### src/logic/usbmem_consts.svh
// usb memory subsystem constants.
// memory geometry, host region decode and instruction field widths.
`ifndef USBMEM_CONSTS_SVH
`define USBMEM_CONSTS_SVH

// ~~~~~~~~~~~~~~~~~~~~~~~~~~~~~~~~~~~~~~~~~~~~~~~~~~~~~~~~~~~~
// memory geometry
// ~~~~~~~~~~~~~~~~~~~~~~~~~~~~~~~~~~~~~~~~~~~~~~~~~~~~~~~~~~~~
`define USBMEM_PMEM_AW    10  // program memory word address width.
`define USBMEM_PMEM_DW    16  // one instruction per program word.
`define USBMEM_DMEM_AW    12  // data memory byte address width.
`define USBMEM_DMEM_WAW   10  // data memory word address width.
`define USBMEM_LANES      4   // byte lanes per host word.
`define USBMEM_BYTE_W     8
`define USBMEM_HOST_DW    32

`define USBMEM_REGION_BIT 17  // set selects data memory, clear selects program memory.

// instruction layout, opcode on top of a shared address or immediate field.
`define USBMEM_OP_W       4
`define USBMEM_FIELD_W    12
`define USBMEM_IMM_W      8   // immediate sits in the low bits of the field.

`endif

### src/logic/usbmem_pkg.sv
// types shared by the usb memory subsystem.
// engine opcodes and states, instruction word and host bus request.
`include "usbmem_consts.svh"

package usbmem_pkg;

	// ~~~~~~~~~~~~~~~~~~~~~~~~~~~~~~~~~~~~~~~~~~~~~~~~~~~~~~~~~~~~
	// sequencer encodings
	// ~~~~~~~~~~~~~~~~~~~~~~~~~~~~~~~~~~~~~~~~~~~~~~~~~~~~~~~~~~~~
	typedef enum logic [`USBMEM_OP_W-1:0] {
		OP_NOP  = 4'h0,
		OP_LDI  = 4'h1,  // acc takes the immediate.
		OP_LD   = 4'h2,  // acc takes the addressed byte.
		OP_ST   = 4'h3,  // addressed byte takes acc.
		OP_ADD  = 4'h4,  // acc plus addressed byte, wrapping at 256.
		OP_JMP  = 4'h5,
		OP_HALT = 4'h6
	} opcode_e;

	typedef enum logic [2:0] {
		IDLE,
		FETCH,
		DECODE,
		EXECUTE,
		HALTED
	} seq_state_e;

	typedef struct packed {
		opcode_e                    opcode;
		logic [`USBMEM_FIELD_W-1:0] field;  // byte address, or immediate in the low byte.
	} insn_t;

	// strobe/acknowledge host bus, all fields held until acknowledge.
	typedef struct packed {
		logic                       stb;
		logic                       we;
		logic [`USBMEM_LANES-1:0]   sel;  // sel[3] covers bits 31..24, byte address 4w.
		logic [31:0]                adr;
		logic [`USBMEM_HOST_DW-1:0] wdata;
	} host_req_t;

endpackage

### src/logic/byte_sequencer.sv
// byte engine that runs the program held in program memory.
// fetch, decode and execute take one cycle each, with an 8-bit accumulator.
`include "usbmem_consts.svh"

module byte_sequencer (
	input  logic                       sys_clk,
	input  logic                       sys_rst,
	input  logic                       run_i,
	output logic                       halted_o,

	output logic [`USBMEM_PMEM_AW-1:0] pmem_addr_o,
	input  usbmem_pkg::insn_t          pmem_data_i,

	output logic [`USBMEM_DMEM_AW-1:0] dmem_addr_o,
	output logic                       dmem_we_o,
	output logic [`USBMEM_BYTE_W-1:0]  dmem_wdata_o,
	input  logic [`USBMEM_BYTE_W-1:0]  dmem_rdata_i
);

	usbmem_pkg::seq_state_e            state;
	logic [`USBMEM_PMEM_AW-1:0]        pc;
	usbmem_pkg::insn_t                 ir;
	logic [`USBMEM_BYTE_W-1:0]         acc;
	logic                              run_start;

	assign run_start = run_i & ((state == usbmem_pkg::IDLE) | (state == usbmem_pkg::HALTED));

	// ~~~~~~~~~~~~~~~~~~~~~~~~~~~~~~~~~~~~~~~~~~~~~~~~~~~~~~~~~~~~
	// memory side
	// ~~~~~~~~~~~~~~~~~~~~~~~~~~~~~~~~~~~~~~~~~~~~~~~~~~~~~~~~~~~~
	assign pmem_addr_o  = pc;
	// operand address goes out in DECODE so the byte is back for EXECUTE.
	assign dmem_addr_o  = (state == usbmem_pkg::DECODE) ? pmem_data_i.field : ir.field;
	assign dmem_we_o    = (state == usbmem_pkg::EXECUTE) & (ir.opcode == usbmem_pkg::OP_ST);
	assign dmem_wdata_o = acc;

	// ~~~~~~~~~~~~~~~~~~~~~~~~~~~~~~~~~~~~~~~~~~~~~~~~~~~~~~~~~~~~
	// control FSM
	// ~~~~~~~~~~~~~~~~~~~~~~~~~~~~~~~~~~~~~~~~~~~~~~~~~~~~~~~~~~~~
	always_ff @(posedge sys_clk) begin
		if (sys_rst) begin
			state    <= usbmem_pkg::IDLE;
			pc       <= '0;
			halted_o <= 1'b0;
		end else begin
			// flag rises the cycle after HALTED is entered and drops on restart.
			halted_o <= (state == usbmem_pkg::HALTED) & ~run_i;
			case (state)
				usbmem_pkg::IDLE, usbmem_pkg::HALTED: begin
					if (run_i) begin
						state <= usbmem_pkg::FETCH;
						pc    <= '0;  // every run starts at word 0.
					end
				end
				usbmem_pkg::FETCH: begin
					state <= usbmem_pkg::DECODE;
				end
				usbmem_pkg::DECODE: begin
					state <= usbmem_pkg::EXECUTE;
				end
				usbmem_pkg::EXECUTE: begin
					if (ir.opcode == usbmem_pkg::OP_HALT) begin
						state <= usbmem_pkg::HALTED;
					end else begin
						state <= usbmem_pkg::FETCH;
						pc    <= (ir.opcode == usbmem_pkg::OP_JMP)
							? ir.field[`USBMEM_PMEM_AW-1:0] : pc + 1'b1;
					end
				end
				default: begin
					state <= usbmem_pkg::IDLE;
				end
			endcase
		end
	end

	// datapath, the store itself happens in the RAM at the EXECUTE edge.
	always_ff @(posedge sys_clk) begin
		if (run_start) begin
			acc <= '0;
		end
		if (state == usbmem_pkg::DECODE) begin
			ir <= pmem_data_i;
		end
		if (state == usbmem_pkg::EXECUTE) begin
			case (ir.opcode)
				usbmem_pkg::OP_LDI: acc <= ir.field[`USBMEM_IMM_W-1:0];
				usbmem_pkg::OP_LD:  acc <= dmem_rdata_i;
				usbmem_pkg::OP_ADD: acc <= acc + dmem_rdata_i;  // wraps at 256.
				default:            acc <= acc;  // unknown opcodes behave as nop.
			endcase
		end
	end

endmodule

### config.mk
export PLATFORM = sky130hd
export DESIGN_NAME = byte_sequencer
export DESIGN_NICKNAME = d
export VERILOG_FILES = /design/src/logic/usbmem_pkg.sv /design/src/logic/byte_sequencer.sv
export VERILOG_INCLUDE_DIRS = /design/src /design/src/logic
export SDC_FILE = /design/constraint.sdc
export NUM_CORES = 1
export LEC_CHECK = 0
export ABC_AREA = 1
export ABC_CLOCK_PERIOD_IN_PS = 4660
export BUFFER_PORTS_ARGS = -buffer_cell sky130_fd_sc_hd__buf_4
export CAP_MARGIN = 10
export CORE_MARGIN = 2
export CORE_UTILIZATION = 50
export DETAILED_ROUTE_END_ITERATION = 7
export PLACE_DENSITY = 0.76
export SYNTH_ARGS = -nofsm -noshare
export SYNTH_HDL_FRONTEND = slang
export SYNTH_SLANG_ARGS = --single-unit
### constraint.sdc
create_clock -name sys_clk -period 4.66 [get_ports sys_clk]
set_input_delay 0.466 -clock sys_clk [delete_from_list [all_inputs] [get_ports sys_clk]]
set_output_delay 0.466 -clock sys_clk [all_outputs]
set_load 0.01 [all_outputs]
==> results by group <==
STA
  – Fin crit share: 0.5148
  – Minimum clock period: 2.399 ns
  – Final hold vios: 0
  – Slew headroom: 0.5479
  – Worst Tran Pin Value: approximately 0.67 ns
  – Slew Limit Fails: 0
  – RSZ-0062 raised after global routing: no
  – Final setup violation count: 0
  – Sum Neg Setup Slack: 0 ns
  – Worst-case clock skew: between 0.006 and 0.007 ns
  – WHS: roughly 0.35 ns
  – Fmax: approximately 420 MHz
  – Setup slack after layout: between 2 and 2.5 ns

Synth
  – Area contributors post-synth: edfxtp_1 (31%), nand2_1 (14%), dfxtp_1 (12%), inv_1 (6.2%), a21oi_1 (5.9%)
  – Ys Warns: 0
  – Synthesized cell area: 0.002288 sq mm
  – Top post-synthesis cells by count: nand2_1 (84), inv_1 (38), a21oi_1 (27), edfxtp_1 (24), nand3_1 (22)
  – Main synth FF type: edfxtp_1
  – EDFF count, synth: 24
  – Cell accounting for the most synthesized area: edfxtp_1
  – Count leader, synth: nand2_1
  – Area share of the largest cell type after synthesis: 0.3149
  – Syn Nets: approximately 330
  – Post-synthesis sequential area ratio: 0.4374
  – Synth Instances: 292
  – Asr flop ratio synth: 0
  – Flop and latch count out of synthesis: 38
  – Distinct cell type count after synthesis: 31
  – Syn avg cell area: ~7.8 sq um

Clock tree
  – Num CTS Buffers: 5
  – Clock latency on the worst-skew pair: 0.29 ns
  – Post-CTS Resized: 0
  – Reg clk slew, reported paths: roughly 0.070 ns
  – Clock sink total: 38
  – H-tree depth: 2
  – CTS tree: built
  – Hold buffers post-CTS: 0
  – Total setup buffers inserted after CTS: 0
  – Clk buf depth: 2
  – CTS Root Cell: clkbuf_8

Routing
  – Vias: 2,119
  – WL final: between 5000 and 6000 um
  – First drt pass iteration count: 6
  – Average wire per standard cell: approximately 13 um
  – Iteration-0 DRC Markers: ~170
  – Antenna Nets Post-Route: 0
  – DR vias/cell: 5.206
  – Final routed DRC violation total: 0

Floorplan
  – Core Box Area: 0.004384 sq mm
  – Die outline height: about 72 um
  – Die width: between 70 and 80 um
  – Die area: between 0.005 and 0.006 sq mm
  – Initial Util: 0.5220
  – Io pins: 59
  – Std cell rows: 24

Power and ir drop
  – NetSw: approximately 290 uW
  – VDD IR max: 0.2611 mV
  – Seq pwr share: 0.448
  – P_int: roughly 630 uW
  – Switch share: 0.3110
  – Clk pwr share: 0.272
  – Power Dens Cells: around 320 mW/mm^2
  – Combinational power share: 0.280
  – Leakage: around 0.0013 uW

Layout
  – ANT cells: 0
  – Util after Layout: 0.6581
  – Share of cells above drive strength 1: 0.2507
  – Nets: a little under 400
  – Area Overhead vs Synth: 26.08%

Place
  – # port buffers: 58
  – GP Congestion: just over 0.8
  – HPWL Detailed: 3898 um
  – DP Worst Slack: around 2.6 ns

Global route
  – Initial antenna violation count: 0
  – Vias in the first global route: 1,852
  – GRT Util Overall: 0.2117
  – Total grt overflow: 0
  – First-pass GRT wire length: about 8600 um
  – Largest net degree at the start of global routing: 25

Critical path
  – Max FO, Critical Path: 24
  – WP data arrival: about 1.9 ns
  – CP required: 4.19 ns
  – Nature of the critical path startpoint: register
  – CP Capture Type: primary output
  – CP Class: register to primary output

Status
  – Status: completed

Flow run
  – Max Cap Violations: 0

Worst hold path
  – Hold crit path type: input pin to register
## flip-flops by register name, indices dropped and copies added (netlist names)
register,count
dmem_wdata_o,8
halted_o,1
ir,16
pmem_addr_o,10
state,3
## worst paths after layout
check | to | start | cells past startpoint | slack [ns]
max | dmem_addr_o[0] | state[2]$_SDFFE_PP0P_ | 6 | 2.26
min reg2reg | pmem_addr_o[9]$_SDFFE_PP0P_ | pmem_addr_o[9]$_SDFFE_PP0P_ | 2 | 0.50
min | ir[15]$_DFFE_PP_ | pmem_data_i[15] | 1 | 0.35
max reg2reg | dmem_wdata_o[7]$_SDFFCE_PN0P_ | state[0]$_SDFFE_PP0P_ | 4 | 2.71
## area by class of cell
cell class	count	area, sq um
Fill cell	367	1499
Multi-Input combinational cell	204	1100
Sequential cell	38	1001
Timing Repair Buffer	59	442.9
Inverter	46	172.7
Clock buffer	6	93.84
Tap cell	52	65.06
Clock inverter	2	10.01
## critical path, stage by stage (launching register included)
cell and delay (ns):
dfxtp_1 0.38, nor3_4 0.53, buf_4 0.37, inv_1 0.11
nand2_1 0.07, nand2_1 0.05, buf_4 0.13
## logic make-up after synthesis
logic type                 Yosys count  share of synthesized area
DFF                                 38                     0.4374
AOI/OAI and AO/OA                   52                     0.1203
buffers and inverters               50                    0.08475
adders and majority gates            9                    0.05249
and+or+nand+nor                    138                     0.2860
xor gates and xnor gates             5                    0.01914
## layout by cell type, fill, tap and decap left out, types with 2 or more instances in the layout
cell type  count
nand2_2        3
nand2_1       84
nand2_4        3
clkinv_2       2
nor2_1        10
nand4_1        2
nor2_4         3
clkbuf_8       5
nor2_2         2
edfxtp_1      24
o211ai_1       4
inv_1         38
ha_1           8
xnor2_1        2
a21oi_1       27
inv_2          7
a31oi_1        4
buf_4         59
dfxtp_1       14
xor2_1         3
nand3b_1       4
nand3_1       22
o21ai_0       14
o21ai_1        3
## per-stage QoR
stage	instances	power, uW	area (sq um)
4_1_cts	407	925.2	2885
6_report	407	921.2	2885
3_3_place_gp	399	673.3	2781
3_5_place_dp	399	676.6	2781
5_1_grt	407	975.8	2885
2_1_floorplan	292	574.3	2288
## per-layer routing
metal / track usage / wire (um) / up-vias / part of all wire
met4: 0.05660 / 51 / 0 / 0.0098
met2: 0.3272 / 2335 / 59 / 0.45
li1: - / - / 1087 / -
met3: 0.04923 / 287 / 4 / 0.055
met1: 0.3001 / 2547 / 969 / 0.49
met5: 0 / 0 / - / 0
## power groups by stage
stage	Clock, uW	Combinational (uW)	Sequential, uW
2_1_floorplan	0	155	419
3_3_place_gp	0	254	419
3_5_place_dp	0	257	420
4_1_cts	255	258	412
5_1_grt	271	290	415
6_report	251	258	412
(Power assumes the default switching activity.)
